### src/source/mem_config.svh
`ifndef MEM_CONFIG_SVH
`define MEM_CONFIG_SVH

// ************************************************************
// data RAM geometry.
// ************************************************************

// word address width of the local data RAM, 256 words.
`define MEM_ADDR_BITS 8

// width of one RAM word.
`define MEM_DATA_BITS 32

`endif

### src/source/mem_bus_pkg.sv
package mem_bus_pkg;

    `include "mem_config.svh"

    // one RAM word seen whole, as two halves or as four byte lanes.
    // lane 0 is the least significant byte.
    typedef union packed {
        logic [`MEM_DATA_BITS-1:0] word;
        logic [1:0][15:0]          half;
        logic [3:0][7:0]           byte_lane;
    } mem_word_u;

    // single port of the data RAM.
    typedef struct packed {
        logic                      en;
        logic                      we;
        logic [3:0]                be;
        logic [`MEM_ADDR_BITS-1:0] waddr;
        mem_word_u                 wdata;
    } ram_port_t;

endpackage

### src/source/mem_op_pkg.sv
package mem_op_pkg;

    // ************************************************************
    // operation and size encodings.
    // ************************************************************

    // load moves memory to a register, store moves a register to memory.
    typedef enum logic [1:0] {
        OP_PASS  = 2'd0,
        OP_LOAD  = 2'd1,
        OP_STORE = 2'd2
    } access_op_e;

    typedef enum logic [1:0] {
        SZ_BYTE = 2'd0,
        SZ_HALF = 2'd1,
        SZ_WORD = 2'd2
    } access_sz_e;

    // ************************************************************
    // request and response of the memory stage.
    // ************************************************************

    typedef struct packed {
        access_op_e  op;
        access_sz_e  sz;
        logic        is_unsigned;
        logic [4:0]  reg_addr;
        logic [31:0] addr;
        logic [31:0] wdata;
    } mem_req_t;

    // align_err is only set for loads and stores.
    typedef struct packed {
        logic [31:0] data;
        logic [4:0]  reg_addr;
        logic        align_err;
    } mem_rsp_t;

endpackage

### src/source/store_formatter.sv
`timescale 1ns/10ps

module store_formatter (
    input  mem_op_pkg::access_sz_e  sz_i,
    input  logic [1:0]              lane_i,
    input  logic [31:0]             wdata_i,
    output logic [3:0]              be_o,
    output mem_bus_pkg::mem_word_u  wdata_o
);

    import mem_op_pkg::*;

    // narrow stores are copied to every lane, so be_o alone picks the target.
    always_comb begin
        case (sz_i)
            SZ_BYTE: begin
                be_o              = 4'b0001 << lane_i;
                wdata_o.byte_lane = {4{wdata_i[7:0]}};
            end
            SZ_HALF: begin
                be_o         = lane_i[1] ? 4'b1100 : 4'b0011;
                wdata_o.half = {2{wdata_i[15:0]}};
            end
            default: begin
                be_o         = 4'b1111;
                wdata_o.word = wdata_i;
            end
        endcase
    end

endmodule
### config.mk
export PLATFORM = sky130hd
export DESIGN_NAME = store_formatter
export DESIGN_NICKNAME = d
export VERILOG_FILES = /design/src/source/mem_bus_pkg.sv /design/src/source/mem_op_pkg.sv /design/src/source/store_formatter.sv
export VERILOG_INCLUDE_DIRS = /design/src /design/src/source
export SDC_FILE = /design/constraint.sdc
export NUM_CORES = 1
export LEC_CHECK = 0
export BUFFER_PORTS_ARGS = -buffer_cell sky130_fd_sc_hd__buf_4
export CORE_MARGIN = 1.5
export CORE_UTILIZATION = 35
export DETAILED_ROUTE_END_ITERATION = 12
export PLACE_DENSITY_LB_ADDON = 0.15
export SYNTH_ARGS = -nofsm -noshare
export SYNTH_HDL_FRONTEND = slang
export SYNTH_SLANG_ARGS = --single-unit
### constraint.sdc
create_clock -name vclk -period 1.7
set_clock_uncertainty 0.15 [all_clocks]
set_input_delay 0.255 -clock vclk [all_inputs]
set_output_delay 0.255 -clock vclk [all_outputs]
set_load 0.03 [all_outputs]
==> impl_metrics.json <==
{
  "outcome": "finished, final reports clean",
  "critical_path_class": "input port to output pin",
  "syn_avg_cell_area_um2": 8.74,
  "internal_power_mw": 0.185,
  "hold_viol_final": 0,
  "die_h_um": 41.7,
  "final_cell_mix": "buf_4 (73), mux2_2 (15), mux2i_1 (8), nand2_1 (8), o21ai_2 (8)",
  "antenna_left": 0,
  "pwr-share-seq": 0,
  "finalCritPeriodShare": 0.922,
  "grt.overflow.total": 0,
  "stdcell_count": 137,
  "critPathMaxFanout": 8,
  "end_kind": "output pin",
  "slowest_delay_ps": 370,
  "swShare": 0.540,
  "drc_errors": 0,
  "nClkBuffers": 0,
  "flops_and_latches": 0,
  "dp_hpwl_um": 1320,
  "setup_viol": 0,
  "crit_required_ps": 1290,
  "die_w_um": 41.7,
  "synth_fp_nets": 96,
  "setup_tns_ps": 0,
  "syn_inst": 60,
  "crit_path_frequent_cell": "buf_4",
  "regArea_um2": 0,
  "drt_iter0_drc": 2,
  "antenna_found_initial": 0,
  "cts_hold_buffers": 0,
  "slew_violations": 0,
  "grt_pass1_vias": 646,
  "power_frac_clock": 0,
  "yosysSeqAreaShare": 0,
  "period_needed_ps": 1570,
  "vias_per_cell": 4.75,
  "post_drt_wl_per_cell_um": 11.5,
  "max_cap_viol_count": 0,
  "hold_path.class": "input port to output pin",
  "grt_usage": 0.181,
  "critPathLaunchType": "input port",
  "syn_to_final_growth_pct": 91.2,
  "critPathBufInv": 2,
  "yosysUniqueCellTypes": 13,
  "grt_max_degree": 29,
  "power_density_nw_per_um2": 402,
  "drtPass1Iterations": 3,
  "rsz0062_at_grt": "false",
  "pwr-share-comb": 1.000,
  "post_cts_resized": 0,
  "syn_area_um2": 524,
  "worst_slew_pin_slew_ps": 254,
  "ir_drop_mv": 0.219,
  "num_rows": 13,
  "fin_nets": 160,
  "num_vias": 651,
  "dpl.cell_count": 137,
  "final_common_cell": "buf_4",
  "holdWs_ps": 601,
  "gp_congestion": 0.638,
  "max_clock_freq_mhz": 638,
  "coreArea_um2": 1350,
  "cts_setup_buffers": 0,
  "grt_pass1_wl_um": 2640,
  "maxSlewHeadroom": 0.830,
  "cp_cell_sequence": "buf_4 > nor2_4 > mux2_2 > buf_4",
  "cellLeakagePower_nw": 0.534,
  "drive_above_1_share": 0.803,
  "ys_warn_count": 0,
  "io_pins": 72,
  "cp_slowest_cell": "mux2_2",
  "arrival_ps": 1160,
  "die-area_um2": 1740,
  "n_antenna_cell": 0,
  "p_switching_mw": 0.218,
  "start_util": 0.388,
  "wl_um": 1580,
  "port_buffers": 72,
  "crit_family": "multiplexers",
  "fillCellCount": 111
}
cell families (layout without fill, tap and decap cells):
kind of cell           Yosys count  count (layout)  share of synthesized area
muxes                           24              24                      0.496
buffers and inverters           13              75                      0.215
and+or+nand+nor                 11              11                     0.0979
AOI/OAI and AO/OA               12              12                      0.191
routing by layer:
metal	vias to the layer above	track usage	wire length, um
met5	-	0	0
met1	284	0.195	571
met4	0	0.00645	0
met3	0	0.0130	127
met2	34	0.388	883
li1	333	-	-
area by class of cell:
type / instances / area [um^2] / area share
multi-input cells: 47 / 412 / 0.411
inverters: 1 / 3.75 / 0.00375
repair buffers: 74 / 568 / 0.567
well taps: 15 / 18.8 / 0.0187
path summary, 6_finish.rpt:
kind	start	endpoint	slack [ps]	depth (start not counted)
worst max-delay path	sz_i[1]	wdata_o[14]	130	4
worst min-delay path	wdata_i[1]	wdata_o[1]	600	2
Yosys cell counts:
cell type	instances	area share
mux2_2	15	0.32
inv_1	1	0.0072
buf_6	3	0.064
nor2_4	1	0.021
mux2i_1	8	0.15
buf_8	1	0.029
o21bai_1	4	0.057
nor2_1	1	0.0072
mux2_1	1	0.021
nor2b_1	1	0.012
o21ai_2	8	0.13
buf_4	8	0.11
nand2_1	8	0.057
power groups by stage:
stage / Combinational (mW) / Sequential [mW] / Clock [mW]
2_1_floorplan: 0.249 / 0 / 0
3_3_place_gp: 0.399 / 0 / 0
3_5_place_dp: 0.405 / 0 / 0
4_1_cts: 0.407 / 0 / 0
5_1_grt: 0.426 / 0 / 0
6_report: 0.403 / 0 / 0
stage by stage:
stage | power (mW) | worst slack, ps | area, um^2 | utilization
after global placement | 0.399 | 131 | 1000 | 0.742
final | 0.403 | 133 | 1000 | 0.742
after global routing | 0.426 | 98.4 | 1000 | 0.742
after floorplan | 0.249 | 375 | 524 | -
after detailed placement | 0.405 | 133 | 1000 | 0.742
after CTS | 0.407 | 126 | 1000 | 0.742
Note: power is estimated with default switching activity, not from simulation.
