$ cat config.mk
export PLATFORM = sky130hd
export DESIGN_NAME = mem_access_ctrl
export DESIGN_NICKNAME = d
export VERILOG_FILES = /design/src/source/mem_bus_pkg.sv /design/src/source/mem_op_pkg.sv /design/src/source/mem_access_ctrl.sv
export VERILOG_INCLUDE_DIRS = /design/src /design/src/source
export SDC_FILE = /design/constraint.sdc
export NUM_CORES = 1
export LEC_CHECK = 0
export BUFFER_PORTS_ARGS = -buffer_cell sky130_fd_sc_hd__clkbuf_2
export CELL_PAD_IN_SITES_DETAIL_PLACEMENT = 1
export CELL_PAD_IN_SITES_GLOBAL_PLACEMENT = 1
export CORE_ASPECT_RATIO = 1.1
export CORE_MARGIN = 3
export CORE_UTILIZATION = 26
export DETAILED_ROUTE_END_ITERATION = 6
export PLACE_DENSITY_LB_ADDON = 0.1
export SKIP_CTS_REPAIR_TIMING = 1
export SKIP_LAST_GASP = 1
export SLEW_MARGIN = 15
export SYNTH_ARGS = -nofsm -noshare
export SYNTH_HDL_FRONTEND = slang
export SYNTH_SLANG_ARGS = --single-unit
export TNS_END_PERCENT = 20
$ cat constraint.sdc
create_clock -name clk_i -period 3.9 [get_ports clk_i]
set_clock_uncertainty 0.15 [all_clocks]
set_input_delay 0.39 -clock clk_i [delete_from_list [all_inputs] [get_ports clk_i]]
set_output_delay 0.39 -clock clk_i [all_outputs]
set_load 0.005 [all_outputs]
$ cat src/source/mem_config.svh
`ifndef MEM_CONFIG_SVH
`define MEM_CONFIG_SVH

// ************************************************************
// data RAM geometry.
// ************************************************************

// word address width of the local data RAM, 256 words.
`define MEM_ADDR_BITS 8

// width of one RAM word.
`define MEM_DATA_BITS 32

`endif

$ cat src/source/mem_bus_pkg.sv
package mem_bus_pkg;

    `include "mem_config.svh"

    // one RAM word seen whole, as two halves or as four byte lanes.
    // lane 0 is the least significant byte.
    typedef union packed {
        logic [`MEM_DATA_BITS-1:0] word;
        logic [1:0][15:0]          half;
        logic [3:0][7:0]           byte_lane;
    } mem_word_u;

    // single port of the data RAM.
    typedef struct packed {
        logic                      en;
        logic                      we;
        logic [3:0]                be;
        logic [`MEM_ADDR_BITS-1:0] waddr;
        mem_word_u                 wdata;
    } ram_port_t;

endpackage

$ cat src/source/mem_op_pkg.sv
package mem_op_pkg;

    // ************************************************************
    // operation and size encodings.
    // ************************************************************

    // load moves memory to a register, store moves a register to memory.
    typedef enum logic [1:0] {
        OP_PASS  = 2'd0,
        OP_LOAD  = 2'd1,
        OP_STORE = 2'd2
    } access_op_e;

    typedef enum logic [1:0] {
        SZ_BYTE = 2'd0,
        SZ_HALF = 2'd1,
        SZ_WORD = 2'd2
    } access_sz_e;

    // ************************************************************
    // request and response of the memory stage.
    // ************************************************************

    typedef struct packed {
        access_op_e  op;
        access_sz_e  sz;
        logic        is_unsigned;
        logic [4:0]  reg_addr;
        logic [31:0] addr;
        logic [31:0] wdata;
    } mem_req_t;

    // align_err is only set for loads and stores.
    typedef struct packed {
        logic [31:0] data;
        logic [4:0]  reg_addr;
        logic        align_err;
    } mem_rsp_t;

endpackage

$ cat src/source/mem_access_ctrl.sv
`timescale 1ns/10ps

`include "mem_config.svh"

module mem_access_ctrl (
    input  logic                    clk_i,
    input  logic                    rst_n_i,
    input  logic                    req_valid_i,
    output logic                    req_ready_o,
    input  mem_op_pkg::mem_req_t    req_i,
    input  logic                    flush_i,
    output logic                    rsp_valid_o,
    input  logic                    rsp_ready_i,
    output mem_op_pkg::mem_rsp_t    rsp_o,
    input  logic [3:0]              fmt_be_i,
    input  mem_bus_pkg::mem_word_u  fmt_wdata_i,
    input  logic [31:0]             load_data_i,
    output mem_bus_pkg::ram_port_t  ram_o,
    output mem_op_pkg::access_sz_e  ld_sz_o,
    output logic                    ld_unsigned_o,
    output logic [1:0]              ld_lane_o
);

    import mem_op_pkg::*;

    logic        accept;
    logic        is_mem;
    logic        misaligned;
    logic        align_err;
    logic        ram_en;
    logic        rsp_valid_q;
    access_op_e  op_q;
    access_sz_e  sz_q;
    logic        unsigned_q;
    logic [1:0]  lane_q;
    logic [4:0]  reg_addr_q;
    logic [31:0] data_q;
    logic        err_q;

    // ************************************************************
    // handshake.
    // ************************************************************

    // a new request may enter when the response slot is free or drains now.
    assign req_ready_o = !rsp_valid_q || rsp_ready_i;
    assign accept      = req_valid_i && req_ready_o;
    assign rsp_valid_o = rsp_valid_q;

    always_ff @(posedge clk_i) begin
        if (!rst_n_i) begin
            rsp_valid_q <= 1'b0;
        end else if (accept) begin
            rsp_valid_q <= 1'b1;
        end else if (rsp_ready_i) begin
            rsp_valid_q <= 1'b0;
        end
    end

    // ************************************************************
    // alignment check and RAM strobes.
    // ************************************************************

    assign is_mem = (req_i.op == OP_LOAD) || (req_i.op == OP_STORE);

    always_comb begin
        case (req_i.sz)
            SZ_HALF: misaligned = req_i.addr[0];
            SZ_WORD: misaligned = |req_i.addr[1:0];
            default: misaligned = 1'b0;
        endcase
    end

    assign align_err = is_mem && misaligned;
    assign ram_en    = accept && is_mem && !align_err;

    // a flushed store turns into a harmless read.
    always_comb begin
        ram_o.en    = ram_en;
        ram_o.we    = ram_en && (req_i.op == OP_STORE) && !flush_i;
        ram_o.be    = fmt_be_i;
        ram_o.waddr = req_i.addr[`MEM_ADDR_BITS+1:2];
        ram_o.wdata = fmt_wdata_i;
    end

    // ************************************************************
    // fields of the request in flight.
    // ************************************************************

    always_ff @(posedge clk_i) begin
        if (accept) begin
            op_q       <= req_i.op;
            sz_q       <= req_i.sz;
            unsigned_q <= req_i.is_unsigned;
            lane_q     <= req_i.addr[1:0];
            reg_addr_q <= req_i.reg_addr;
            data_q     <= req_i.wdata;
            err_q      <= align_err;
        end
    end

    assign ld_sz_o       = sz_q;
    assign ld_unsigned_o = unsigned_q;
    assign ld_lane_o     = lane_q;

    // load data arrives from the RAM in the response cycle.
    always_comb begin
        rsp_o.reg_addr  = reg_addr_q;
        rsp_o.align_err = err_q;
        if (err_q) begin
            rsp_o.data = 32'b0;
        end else if (op_q == OP_LOAD) begin
            rsp_o.data = load_data_i;
        end else begin
            rsp_o.data = data_q;
        end
    end

endmodule

==> metrics.txt, run 1 <==
outcome=complete, no violations; PortBufs=127; Routed Antenna Nets=0; WHS=109 ps; clk_lat worst skew=300 ps; Site Rows=35; FF+latch count, synth=46; initial antenna violation count=0; sequential area share after synthesis=58.7%; Die H=105 um; drt wl/cell=15.0 um; hold crit path type=input pin to flip-flop; final RePlAce weighted congestion=0.654; top-count cell post-synth=nand2_1; vias in the first global route=1894; Antenna diodes=0; share of the clock period used by the worst path=64.8%; placed insts=402; Crit Path Class=flip-flop to output pin; largest net degree at the start of global routing=46; CTS Buffer Depth=2; Final nets=448; clock-pin slew on the worst setup and hold paths=90 ps; Num Clock Sinks=46; full die area=10200 um^2; synthesized area=2340 um^2; post-synth top area share=57.8%; final wirelength=6.14 mm; starting density of the core=27.2%; Design Power=1190 uW; Internal Power=923 uW; Leakage=0.00132 uW; IO Count=238; sum of negative setup slack=0 ps; Tightest Pin Transition=983 ps; core area=8580 um^2; power share of the clock group=37.6%; area taken by multi-input logic gates=520 um^2; sequential power share=49.5%; Final Hold Viols=0; vias per cell=4.29; DRT iter0 DRCs=61; Synth top cells by count=nand2_1, buf_4, edfxtp_1; Cells after Synth=218; RSZ-0062 raised after global routing=false; H-tree levels=2; Max Slew Vio Count=0; crit path DAT=1990 ps; maximum VDD drop=202 uV; Sw Share=22.2%; power per cell area=417 nW/um^2; DRC=0; cell taking the most area after synthesis=edfxtp_1; TritonRoute pass-1 iters=2; Worst Path Max Fanout=19; CTS Buf Count=5; CP Launch Type=flip-flop; Avg Cell Area, Syn=10.7 um^2; layout cells sized above 1=47.5%; Area Growth Syn to Fin=21.6%; CTS tree=done; Worst Path Required=3360 ps; first-pass GRT wire length=9.29 mm; total grt overflow=0; Die W=96.4 um; Root Driver=clkbuf_8; maxcap violations=0; Final setup viols=0; fmax=396 MHz; register area=1370 um^2; routed via count=1760; Layout Cells excl Fill=410; fillers=1039; post-synth net total=368; P_sw=263 uW; Final Critical Period=2530 ps; gr usage total=12.1%; Netlist cell types=18; cell area after layout=2840 um^2; Slew HR=34.4%; main area contributors after synthesis=edfxtp_1, buf_4, nand2_1, a21oi_1, buf_6; Async SR Flop Fraction=0%; Detail Placement HPWL=4.53 mm; critical path capture point type=output pin; combinational power share=12.8%; Synthesis Warnings=0; top_reg_cell synth=edfxtp_1; placed cell areas=2700 um^2; number of synthesized flops with an enable pin=45
## through the flow
| stage | util, % | worst slack (ps) |
|---|---|---|
| 4_1_cts | 33.1 | 1260 |
| 2_1_floorplan | - | 1850 |
| 3_3_place_gp | 31.5 | 1660 |
| 6_report | 33.1 | 1370 |
| 5_1_grt | 33.1 | 1150 |
| 3_5_place_dp | 31.5 | 1610 |
## per-layer routing
metal,global-route usage (%),routed length (um)
met1,13.5,2330
met2,19.9,2990
met3,4.57,645
met4,5.71,175
met5,0,0
## cell type report
class,count,share of cell area (%)
sequential,46,48.2
multi-input combinational,111,18.3
inverter,5,0.660
timing repair buffer,129,22.9
tap,111,4.89
clock inverter,2,2.11
clock buffer,6,2.90
## worst paths after layout
kind                                   from           to  slack, ps  depth (start not counted)
worst min register to register  rsp_valid_o  rsp_valid_o        400                          2
worst max register to register  rsp_valid_o   data_q[28]       2100                          3
worst max-delay path                op_q[1]    rsp_o[31]       1370                          5
worst min-delay path               req_i[7]    data_q[7]        110                          1
## state kept, by name, indices dropped and copies added (netlist names)
name           count
reg_addr_q         5
err_q              1
ld_sz_o            2
ld_lane_o          2
ld_unsigned_o      1
op_q               2
rsp_valid_o        1
data_q            32
## power by group through the flow
stage / registers, uW / logic, uW / clock network, uW
4_1_cts: 589 / 159 / 463
6_report: 588 / 152 / 446
3_5_place_dp: 600 / 158 / 0
2_1_floorplan: 596 / 110 / 0
3_3_place_gp: 598 / 157 / 0
5_1_grt: 592 / 176 / 478
## critical path, cell delays in order (launching register included)
cell and delay, ps:
edfxtp_1 410, nor2b_2 540, buf_4 360, nand2_1 100, a21oi_1 140, clkbuf_2 130
## cell usage in the layout, fill, tap and decap left out, drive strengths merged
cell type and count:
a21boi 1, a21oi 33, buf 2, bufinv 2, clkbuf 133, dfxtp 1
edfxtp 45, ha 3, inv 5, nand2 66, nand2b 2, nor2b 2
nor3 1, nor4 1, o21ai 1, or2b 1
## kinds of logic (layout without fill, tap and decap cells)
logic type                 after synthesis  count (layout)  share of synthesized area, %
AOI/OAI and AO/OA                       35              35                          7.92
and+or+nand+nor                         73              73                          12.6
DFF                                     46              46                          58.7
buffers and inverters                   61             142                          19.2
adders and majority gates                3               3                          1.61
Power figures use the tool's default switching activity.
==> run 2: changes to the inputs <==
--- a/config.mk
+++ b/config.mk
@@ -11,7 +11,7 @@
 export CELL_PAD_IN_SITES_GLOBAL_PLACEMENT = 1
 export CORE_ASPECT_RATIO = 1.1
 export CORE_MARGIN = 3
-export CORE_UTILIZATION = 26
+export CORE_UTILIZATION = 24
 export DETAILED_ROUTE_END_ITERATION = 6
 export PLACE_DENSITY_LB_ADDON = 0.1
 export SKIP_CTS_REPAIR_TIMING = 1
==> constraint.sdc (replaced) <==
create_clock -name clk_i -period 2.6 [get_ports clk_i]
set_clock_uncertainty 0.15 [all_clocks]
set_input_delay 0.26 -clock clk_i [delete_from_list [all_inputs] [get_ports clk_i]]
set_output_delay 0.26 -clock clk_i [all_outputs]
set_load 0.005 [all_outputs]
==> metrics.txt, run 2 (synthesis results as in run 1) <==
Worst Reg2Reg Path Length in Cells=4 (+1); FF-to-FF End=data_q[7]; Antenna diodes=0 (unchanged); PortBufs=127 (unchanged); Setup crit start=req_i[73]; crit path DAT=1720 ps (-270 ps); full die area=11000 um^2 (+7.8%); clock-pin slew on the worst setup and hold paths=90 ps (about the same); Die H=110 um (+3.9%); gr usage total=11.0% (-1.1 points); DRC=0 (unchanged); drt wl/cell=14.1 um (-5.9%); Max Slew Vio Count=0 (unchanged); hold crit path type=input pin to flip-flop; final core occ=34.2% (+1.1 points); first-pass GRT wire length=9.18 mm (-1.3%); Area Growth Syn to Fin=38.2%; Final setup viols=0 (unchanged); TritonRoute pass-1 iters=3 (+1); Tightest Pin Transition=456 ps (-527 ps); Worst Path Max Fanout=3 (-16); initial antenna violation count=0 (unchanged); Slew HR=69.6% (+35 points); registers with the most flip-flops=data_q x32, reg_addr_q x5; commonest cells after routing, fill and taps aside=clkbuf_2, nand2_1, edfxtp_1; fmax=469 MHz; most common cell after layout, fill and taps aside=clkbuf_2; layout cells sized above 1=42.1% (-5.4 points); critical path capture point type=output pin; largest net degree at the start of global routing=33 (-28%); starting density of the core=24.7% (-2.5 points); Final Critical Period=2130 ps; clk_lat worst skew=300 ps (about the same); maxcap violations=0 (unchanged); hold_sp=req_i[33]; Routed Antenna Nets=0 (unchanged); routed via count=1924 (+9.3%); core area=9440 um^2 (+10%); Crit Path Class=input pin to output pin; Leakage=0.00147 uW (+12%); outcome=complete, no violations; final RePlAce weighted congestion=0.652 (-0.31%); share of the clock period used by the worst path=81.9%; RSZ-0062 raised after global routing=false; CP peak stage delay=540 ps (about the same); Root Driver=clkbuf_8; setup slack, reg-to-reg=1150 ps (-950 ps); CP Launch Type=input pin; DRT iter0 DRCs=29 (-52%); Worst setup endpoint=ram_o[44]; CTS tree=done; crit path max-delay cell type=dlygate4sd3_1; final wirelength=6.47 mm (+5.4%); maximum VDD drop=244 uV (+21%); CP Cell Sequence=dlygate4sd3_1 > clkbuf_2 > ha_1 > nor4_1 > clkbuf_2; cell mode on critical path=clkbuf_2; Die W=100 um (+3.8%); H-tree levels=2 (unchanged); CTS Buffer Depth=2 (unchanged); total grt overflow=0 (unchanged); IO Count=238 (unchanged); Critical R2R Launch=rsp_valid_o; sum of negative setup slack=0 ps (unchanged); Final Hold Viols=0 (unchanged); Worst Path Required=2190 ps (-1170 ps); Detail Placement HPWL=4.76 mm (+5.0%); vias per cell=4.19 (-2.4%); CTS Buf Count=5 (unchanged); Site Rows=37 (+5.7%); Final nets=491 (+9.6%); max reg flops=32 (unchanged); power per cell area=497 nW/um^2 (+19%); Num Clock Sinks=46 (unchanged); vias in the first global route=1845 (-2.6%); Largest Register=data_q
[run 2: cell types whose count changed in the layout (fill, tap and decap cells not counted)]
cell	change
dlygate4sd3_1	+40
buf_4	+2
bufinv_16	-2
clkinvlp_4	+2
buf_12	+1
clkbuf_1	+1
clkbuf_8	-1
[run 2: per-stage QoR]
| step | worst slack (ps) | instance area (um^2) | instances | hold slack (ps) | power (uW) |
|---|---|---|---|---|---|
| 3_3_place_gp | 883 | 2740 | 411 | 287 | 1140 |
| 5_1_grt | 394 | 3230 | 459 | -7.87 | 1700 |
| 6_report | 470 | 3230 | 459 | 3.57 | 1610 |
| 3_5_place_dp | 830 | 2740 | 411 | 289 | 1150 |
| 4_1_cts | 525 | 2830 | 419 | -30.4 | 1590 |
| 2_1_floorplan | 655 | 2340 | 218 | 209 | 1060 |
[run 2: per-layer routing]
metal | part of all wire [%] | global-route usage [%] | vias to the layer above | wire, um
met3 | 7.4 | 3.87 | 32 | 477
met1 | 38 | 12.2 | 892 | 2480
met2 | 50 | 18.3 | 77 | 3250
met5 | 0 | 0 | - | 0
met4 | 4.1 | 6.54 | 0 | 263
li1 | - | - | 923 | -
[run 2: final cells by class]
cell class,count,area [um^2]
clock buffers,6,72.6
clock inverters,2,15.0
fillers,1123,6210
inverters,5,18.8
multi-input cells,111,520
flip-flops and latches,46,1370
well taps,117,146
repair buffers,172,1090
[run 2: worst min path at each step]
stage / depth (start not counted) / slack (ps) / to
3_3_place_gp: 1 / 290 / reg_addr_q[3]
2_1_floorplan: 0 / 210 / data_q[0]
5_1_grt: 1 / -8 / ld_lane_o[1]
3_5_place_dp: 1 / 290 / data_q[24]
4_1_cts: 1 / -30 / reg_addr_q[4]
6_report: 1 / 4 / ld_lane_o[1]
[run 2: worst max-delay path: cells and delay by family]
kind                     cells  cell delay (ps)
buffers and inverters        3              840
AND/OR/NAND/NOR              1              320
adder cells (fa/ha/maj)      1              300
[run 2: where the power goes]
part	total, uW	leakage [uW]	switching (uW)	internal, uW
clock network	438	0.0000374	248	190
logic	288	0.000994	134	154
registers	879	0.000444	14.5	865
