<file path="src/source/mem_config.svh">
`ifndef MEM_CONFIG_SVH
`define MEM_CONFIG_SVH

// ************************************************************
// data RAM geometry.
// ************************************************************

// word address width of the local data RAM, 256 words.
`define MEM_ADDR_BITS 8

// width of one RAM word.
`define MEM_DATA_BITS 32

`endif

</file>
<file path="src/source/mem_bus_pkg.sv">
package mem_bus_pkg;

    `include "mem_config.svh"

    // one RAM word seen whole, as two halves or as four byte lanes.
    // lane 0 is the least significant byte.
    typedef union packed {
        logic [`MEM_DATA_BITS-1:0] word;
        logic [1:0][15:0]          half;
        logic [3:0][7:0]           byte_lane;
    } mem_word_u;

    // single port of the data RAM.
    typedef struct packed {
        logic                      en;
        logic                      we;
        logic [3:0]                be;
        logic [`MEM_ADDR_BITS-1:0] waddr;
        mem_word_u                 wdata;
    } ram_port_t;

endpackage

</file>
<file path="src/source/mem_op_pkg.sv">
package mem_op_pkg;

    // ************************************************************
    // operation and size encodings.
    // ************************************************************

    // load moves memory to a register, store moves a register to memory.
    typedef enum logic [1:0] {
        OP_PASS  = 2'd0,
        OP_LOAD  = 2'd1,
        OP_STORE = 2'd2
    } access_op_e;

    typedef enum logic [1:0] {
        SZ_BYTE = 2'd0,
        SZ_HALF = 2'd1,
        SZ_WORD = 2'd2
    } access_sz_e;

    // ************************************************************
    // request and response of the memory stage.
    // ************************************************************

    typedef struct packed {
        access_op_e  op;
        access_sz_e  sz;
        logic        is_unsigned;
        logic [4:0]  reg_addr;
        logic [31:0] addr;
        logic [31:0] wdata;
    } mem_req_t;

    // align_err is only set for loads and stores.
    typedef struct packed {
        logic [31:0] data;
        logic [4:0]  reg_addr;
        logic        align_err;
    } mem_rsp_t;

endpackage

</file>
<file path="src/source/load_aligner.sv">
`timescale 1ns/10ps

module load_aligner (
    input  mem_op_pkg::access_sz_e  sz_i,
    input  logic [1:0]              lane_i,
    input  logic                    is_unsigned_i,
    input  mem_bus_pkg::mem_word_u  rdata_i,
    output logic [31:0]             data_o
);

    import mem_op_pkg::*;

    logic [7:0]  byte_sel;
    logic [15:0] half_sel;

    // address bit 1 picks the half, bits 1:0 pick the byte.
    assign byte_sel = rdata_i.byte_lane[lane_i];
    assign half_sel = rdata_i.half[lane_i[1]];

    always_comb begin
        case (sz_i)
            SZ_BYTE: begin
                if (is_unsigned_i) begin
                    data_o = {24'b0, byte_sel};
                end else begin
                    data_o = {{24{byte_sel[7]}}, byte_sel};
                end
            end
            SZ_HALF: begin
                if (is_unsigned_i) begin
                    data_o = {16'b0, half_sel};
                end else begin
                    data_o = {{16{half_sel[15]}}, half_sel};
                end
            end
            default: begin
                data_o = rdata_i.word;
            end
        endcase
    end

endmodule

</file>
<file path="config.mk">
export PLATFORM = sky130hd
export DESIGN_NAME = load_aligner
export DESIGN_NICKNAME = d
export VERILOG_FILES = /design/src/source/mem_bus_pkg.sv /design/src/source/mem_op_pkg.sv /design/src/source/load_aligner.sv
export VERILOG_INCLUDE_DIRS = /design/src /design/src/source
export SDC_FILE = /design/constraint.sdc
export NUM_CORES = 1
export LEC_CHECK = 0
export BUFFER_PORTS_ARGS = -buffer_cell sky130_fd_sc_hd__clkbuf_2
export CORE_MARGIN = 5
export CORE_UTILIZATION = 39
export DETAILED_ROUTE_END_ITERATION = 12
export PLACE_DENSITY = 0.86
export SYNTH_ARGS = -nofsm -noshare
export SYNTH_HDL_FRONTEND = slang
export SYNTH_SLANG_ARGS = --single-unit
</file>
<file path="constraint.sdc">
create_clock -name vclk -period 1.4
set_clock_uncertainty 0.05 [all_clocks]
set_input_delay 0.07 -clock vclk [all_inputs]
set_output_delay 0.07 -clock vclk [all_outputs]
set_load 0.1 [all_outputs]
</file>
==> results by group, run 1 <==
Yosys
  – Compound-Gate Fraction of Synth Area: roughly half
  – Simple-gate share of the synthesized area: 20.5%
  – Cells after Synth: between 90 and 100
  – Post-Synthesis Cell Area: 709 sq um
  – Netlist cell types: 23
  – Yosys warnings: 0
  – Net Count, Synth: 130
  – Synth top cells by count: 24 x nand2_1, 10 x o21ai_2, 9 x mux2i_1
  – Sequential fraction of the synthesis area: 0%
  – Largest family of logic cells by synthesized area: compound AO/OA/AOI/OAI gates
  – Main area contributors after synthesis: mux2i_1 13%, nand2_1 13%, o221a_2 13%
  – Synth area leader: mux2i_1
  – Most common cell in the netlist: nand2_1
  – Synth top area share: about an eighth
  – Adder-cell area share of the yosys netlist: 0%
  – Mean Syn Cell Area: between 7 and 8 sq um
  – Mux cell area share after synthesis: between 10% and 20%
  – Synth Area in XOR/XNOR: 0%

Outcome
  – Halt point of the flow: detailed placement
  – Status: did not finish
  – Tool error: [ERROR DPL-0038] Utilization greater than 100%, impossible to legalize

Floorplan
  – Initial Utilization: 41.1%
  – Die X: around 53 um
  – Row count: 15
  – Die Height: 52.7 um
  – Boundary pin count: just under 70

Placement
  – I/O Buffers: 69
  – GPL Wtd Cong: around 0.76
cell families after synthesis:
| group | after synthesis |
|---|---|
| muxes | 11 |
| buffers and inverters | 10 |
| and+or+nand+nor | 31 |
| AOI/OAI and AO/OA | 41 |
metrics by stage:
stage          setup slack (ps)  std cells  cell area, sq um
2_1_floorplan              -168         93               893
3_3_place_gp               -135        202              1860
==> run 2: changes to the inputs <==
- CORE_AREA: unset -> 5 5 66 68
- CORE_MARGIN: 5 -> unset
- CORE_UTILIZATION: 39 -> unset
- DIE_AREA: unset -> 0 0 71 73
- PLACE_DENSITY: 0.86 -> unset
- PLACE_DENSITY_LB_ADDON: unset -> 0.15
==> run 2 against run 1 <==
The flow now finishes, with violations (setup timing). Synthesized area unchanged. Synthesized cell count unchanged.
==> results by group, run 2 <==
Power
  – Pwr per Cell Area: a little under 800 nW/um^2
  – Total Power: about 1.5 mW
  – Static leakage: 0.838 nW
  – Maximum vdd drop: around 0.33 mV

Yosys
  – Netlist cell types: 23 (unchanged)
  – Synth area leader: mux2i_1
  – Most common cell in the netlist: nand2_1
  – Post-Synthesis Cell Area: 709 sq um (unchanged)
  – Synth top cells by count: 24 x nand2_1, 10 x o21ai_2, 9 x mux2i_1
  – Main area contributors after synthesis: mux2i_1 13%, nand2_1 13%, o221a_2 13%
  – Synth top area share: 12.7% (unchanged)
  – Mean Syn Cell Area: 7.63 sq um (unchanged)
  – Yosys warnings: 0 (unchanged)
  – Cells after Synth: 93 (unchanged)
  – Net Count, Synth: 130 (unchanged)
  – Sequential fraction of the synthesis area: 0% (unchanged)

Floorplan
  – Core area: ~3800 sq um
  – Die area: just over 5000 sq um
  – Die Height: 73 um (+39%)
  – Initial Utilization: 18.7% (-22 points)
  – Die X: 71 um (+35%)
  – Row count: 23 (+8)
  – Boundary pin count: 69 (unchanged)

Placement
  – Dpl hpwl: approximately 3100 um
  – I/O Buffers: 69 (unchanged)
  – Post-Place Cells: 217
  – GPL Wtd Cong: 0.811 (+7.0%)

Layout
  – Register area: 0 sq um
  – Layout area overhead: 169%
  – Number of diodes: 0
  – Layout cells sized above 1: between 70% and 80%
  – Most common cell after layout, fill and taps aside: clkbuf_2
  – Most frequent cells in the layout: 36 x clkbuf_2, 32 x buf_12, 24 x nand2_1
  – FFs & Latches: 0
  – Non-Filler Instances: between 200 and 250
  – Fin nets: roughly 210
  – Clock buffers: 0

Drt
  – Final antenna-violating net count: 0
  – Routed via count: 1100
  – DR WL/cell: approximately 18 um
  – Vias/cell: between 5 and 6
  – DR pass1 iterations: 4
  – DRC Markers: 0
  – DRT iter0 DRCs: 64
  – Routed WL: roughly 4000 um

Setup path
  – Largest delay contributor family on the critical path: simple AND/OR/NAND/NOR gates
  – Required time worst endpoint: ~1300 ps
  – Crit Path Category: primary input to primary output
  – CP max-delay cell: nor3b_4
  – CP Launch Type: primary input
  – Crit end category: primary output
  – Crit path cell chain: buf_8 -> mux4_2 -> nor3b_4 -> a221o_2 -> buf_12
  – CP Max Fanout: 8
  – WP data arrival: around 1400 ps
  – Max incr delay on CP: approximately 500 ps
  – WP buf/inv: 2

STA
  – Final hold vios: 0
  – Worst slew pin tran: between 500 and 600 ps
  – RSZ-0062 raised after global routing: yes
  – Endpoints failing setup: 24
  – Final min period: approximately 1500 ps
  – Slew Viols, Final: 0
  – Post-route clock period utilization: 110%
  – Setup WS post-layout: -144 ps
  – Slew headroom: 62.8%
  – Max Fclk: 648 MHz

Global route
  – Vias in the first global route: 1201
  – GRT Total Usage: roughly 15%
  – Global route overflow: 0
  – First-pass GRT wire length: approximately 6200 um
  – Largest net degree at the start of global routing: 17
  – Initial antenna violation count: 0

Outcome
  – Failing checks: setup timing
  – Status: finished, violations left

Clock network
  – Hold_buf cts: 0

Worst hold path
  – Hold WC Path Type: primary input to primary output

Run
  – Max-Cap Viols: 0
==> run 2: through the flow <==
stage / cell area, sq um / TNS [ps] / hold slack [ps] / utilization (%) / setup slack, ps
2_1_floorplan: 893 / -2490 / 381 / - / -168
3_3_place_gp: 1800 / -1780 / 478 / 47.5 / -117
3_5_place_dp: 1800 / -2450 / 480 / 47.5 / -142
4_1_cts: 1850 / -1180 / 484 / 48.7 / -136
5_1_grt: 1910 / -3490 / 521 / 50.3 / -196
6_report: 1910 / -2480 / 503 / 50.3 / -144
==> run 2: logic make-up (layout without fill, tap and decap cells) <==
family          Yosys count  count (layout)  share of synthesized area, %
mux                      11              12                          18.0
buf+inv                  10              85                          9.87
compound gates           41              41                          51.7
simple gates             31              31                          20.5
==> run 2: routing by layer <==
metal	global-route usage, %	routed length [um]	vias to the layer above
li1	-	-	523
met1	17.5	1580	548
met2	29.6	2240	29
met3	2.20	168	0
met5	0	0	-
met4	0	0	0
==> run 2: worst paths after layout <==
path / depth (start not counted) / start / endpoint / slack (ps)
hold / removal: 4 / rdata_i[20] / data_o[20] / 500
setup / recovery: 5 / lane_i[1] / data_o[11] / -140
==> run 2: repair_timing <==
item                                   4_1_cts  5_1_grt
setup endpoints to repair                   32       32
gates cloned                                 1        0
endpoints found under the hold margin        0        0
gates resized for setup                      6        9
setup buffers                                0        1
pin swaps                                    8        4
==> run 2: cell type report <==
cell class                 instances  area, sq um
fill                             379         1890
inverter                           1         3.75
multi-input combinational         84          892
tap                               50         62.6
timing repair buffer              84          952
==> run 2: worst min-delay path, stage by stage <==
cell and delay [ps]:
clkbuf_2 90, nand2_1 80, o21ai_4 80, buf_12 170
==> run 2: power by group <==
| group | internal (mW) | total, mW | switching, mW |
|---|---|---|---|
| combinational | 0.545 | 1.49 | 0.944 |
| clock | 0 | 0 | 0 |
| sequential | 0 | 0 | 0 |
| total | 0.545 | 1.49 | 0.944 |
Note: power is estimated with default switching activity, not from simulation.
==> run 3: changes to the inputs <==
--- a/constraint.sdc
+++ b/constraint.sdc
@@ -4,2 +4,2 @@
 set_output_delay 0.07 -clock vclk [all_outputs]
-set_load 0.1 [all_outputs]
+set_load 0.05 [all_outputs]
==> run 3 against run 2 <==
The run still ends with setup timing left. Via count down 1.3%. Sequential share of layout area unchanged. Total power down 42%. Fmax up 5.4%. Cell count unchanged.
==> results by group, run 3 (same netlist as run 2, synthesis figures left out) <==
Outcome
  – Status: finished, violations left
  – Failing checks: setup timing

Setup path
  – Crit Path Category: primary input to primary output
  – Crit end category: primary output
  – CP Launch Type: primary input
  – Required time worst endpoint: 1280 ps (about the same)
  – CP Max Fanout: 8 (unchanged)
  – WP data arrival: 1340 ps (-80 ps)

Power
  – Maximum vdd drop: 0.193 mV (-42%)
  – Switching portion of total power: 61.3% (-2.1 points)
  – Pwr per Cell Area: 611 nW/um^2 (-22%)
  – Sequential Power Share: 0% (unchanged)
  – Gate power share: 100.0% (about the same)
  – Static leakage: 0.687 nW (-18%)
  – Switching pwr: 529 uW (-44%)
  – Int Pwr: 333 uW (-39%)
  – Clk pwr share: 0% (unchanged)
  – Total Power: 862 uW (-42%)

STA
  – Max Fclk: 683 MHz (+5.4%)
  – Post-route clock period utilization: 105% (-5.7 points)
  – Setup WS post-layout: -64.1 ps (+79.5 ps)
  – RSZ-0062 raised after global routing: yes
  – Worst slew pin tran: 412 ps (-145 ps)
  – Final min period: 1460 ps (-79.5 ps)
  – Endpoints failing setup: 8 (-67%)
  – Slew headroom: 72.5% (+9.7 points)
  – Slew Viols, Final: 0 (unchanged)
  – Final hold vios: 0 (unchanged)

Floorplan
  – Initial Utilization: 18.7% (unchanged)
  – Core area: 3800 sq um (unchanged)
  – Boundary pin count: 69 (unchanged)
  – Die Height: 73 um (unchanged)
  – Row count: 23 (unchanged)
  – Die area: 5180 sq um (unchanged)
  – Die X: 71 um (unchanged)

Layout
  – Most frequent cells in the layout: 37 x clkbuf_2, 24 x nand2_1, 17 x buf_4
  – Fin nets: 208 (unchanged)
  – Clock buffers: 0 (unchanged)
  – Number of diodes: 0 (unchanged)
  – Most common cell after layout, fill and taps aside: clkbuf_2
  – Register area: 0 sq um (unchanged)
  – Fillers: 423 (+12%)
  – Layout cells sized above 1: 72.2% (-2.4 points)
  – Post-Route Utilization: 37.1% (-13 points)
  – FFs & Latches: 0 (unchanged)
  – Layout area overhead: 98.8%

Drt
  – DRT iter0 DRCs: 40 (-38%)
  – Routed WL: 3480 um (-13%)
  – DR WL/cell: 15.9 um (-13%)
  – DRC Markers: 0 (unchanged)
  – Final antenna-violating net count: 0 (unchanged)
  – Routed via count: 1086 (-1.3%)
  – Vias/cell: 4.96 (-1.3%)
  – DR pass1 iterations: 4 (unchanged)

Global route
  – Busiest layer in global routing: met2
  – GRT Total Usage: 13.0% (-1.8 points)
  – GR Util met1: 14.7% (-2.7 points)
  – Met3 Resource Use GR: 3.17% (+0.96 points)
  – Grt met2 use: 25.0% (-4.5 points)
  – Initial antenna violation count: 0 (unchanged)
  – Global route overflow: 0 (unchanged)
  – First-pass GRT wire length: 5490 um (-12%)
  – Vias in the first global route: 1093 (-9.0%)
  – Largest net degree at the start of global routing: 17 (unchanged)

Placement
  – GPL Wtd Cong: 0.824 (+1.7%)
  – I/O Buffers: 69 (unchanged)
  – Dpl hpwl: 2800 um (-10%)
  – Dpl ws: -171 ps (-29.3 ps)

Worst hold path
  – Hold WC Path Type: primary input to primary output
  – Hold path endpoint: data_o[18]
  – Hold Startpoint: rdata_i[18]
  – Hold depth: 4 (unchanged)

Clock network
  – Hold_buf cts: 0 (unchanged)

Run
  – Max-Cap Viols: 0 (unchanged)
## run 3: cell count changes in the layout (fill, tap and decap cells not counted), moves of 3 or more
cell | previous run | this run
buf_4 | 14 | 17
o21ai_2 | 0 | 12
buf_8 | 1 | 8
o21ai_4 | 16 | 0
o21ai_1 | 0 | 4
a221o_4 | 6 | 0
buf_12 | 32 | 3
clkbuf_4 | 0 | 11
buf_2 | 0 | 5
a221o_2 | 2 | 8
## run 3: per-layer routing
layer  vias to the layer above  wire length (um)
li1                        525                 -
met1                       516              1380
met2                        41              1780
met3                         4               284
met4                         0                38
met5                         -                 0
## run 3: worst max path at each step
stage	start	to	slack (ps)	depth (start not counted)
after global routing	lane_i[1]	data_o[13]	-90	5
after global placement	lane_i[1]	data_o[13]	-140	7
final	lane_i[1]	data_o[13]	-60	5
after floorplan	sz_i[1]	data_o[21]	-50	5
after detailed placement	lane_i[1]	data_o[13]	-170	5
after CTS	lane_i[1]	data_o[13]	-110	5
## run 3: what timing repair did
item | 4_1_cts | 5_1_grt
cloned | 1 | 0
endpoints found under the setup margin | 31 | 32
pin swaps | 0 | 1
setup buffers | 0 | 0
resized for setup | 38 | 22
## run 3: area by class of cell
type                            count  area (sq um)  share of cell area [%]
Inverter                            1          3.75                   0.266
Multi-Input combinational cell     84           693                    49.2
Tap cell                           50          62.6                    4.44
Timing Repair Buffer               84           651                    46.1
## run 3: worst max-delay path, stage by stage
cell       delay, ps
buf_8             80
mux4_2           480
nor3b_4          200
a221o_2          330
clkbuf_16        180
## run 3: metrics by stage
| stage | setup TNS, ps | hold WS (ps) | cells | area, sq um |
|---|---|---|---|---|
| 2_1_floorplan | -756 | 317 | 93 | 719 |
| 3_3_place_gp | -1780 | 489 | 218 | 1220 |
| 3_5_place_dp | -2430 | 487 | 218 | 1220 |
| 4_1_cts | -752 | 450 | 219 | 1380 |
| 5_1_grt | -587 | 472 | 219 | 1410 |
| 6_report | -332 | 446 | 219 | 1410 |
## run 3: power by group through the flow
stage               clock network, mW  logic [mW]  registers, mW
floorplan                           0       0.532              0
global placement                    0       0.753              0
detailed placement                  0       0.758              0
CTS                                 0       0.845              0
global route                        0       0.906              0
finish                              0       0.862              0
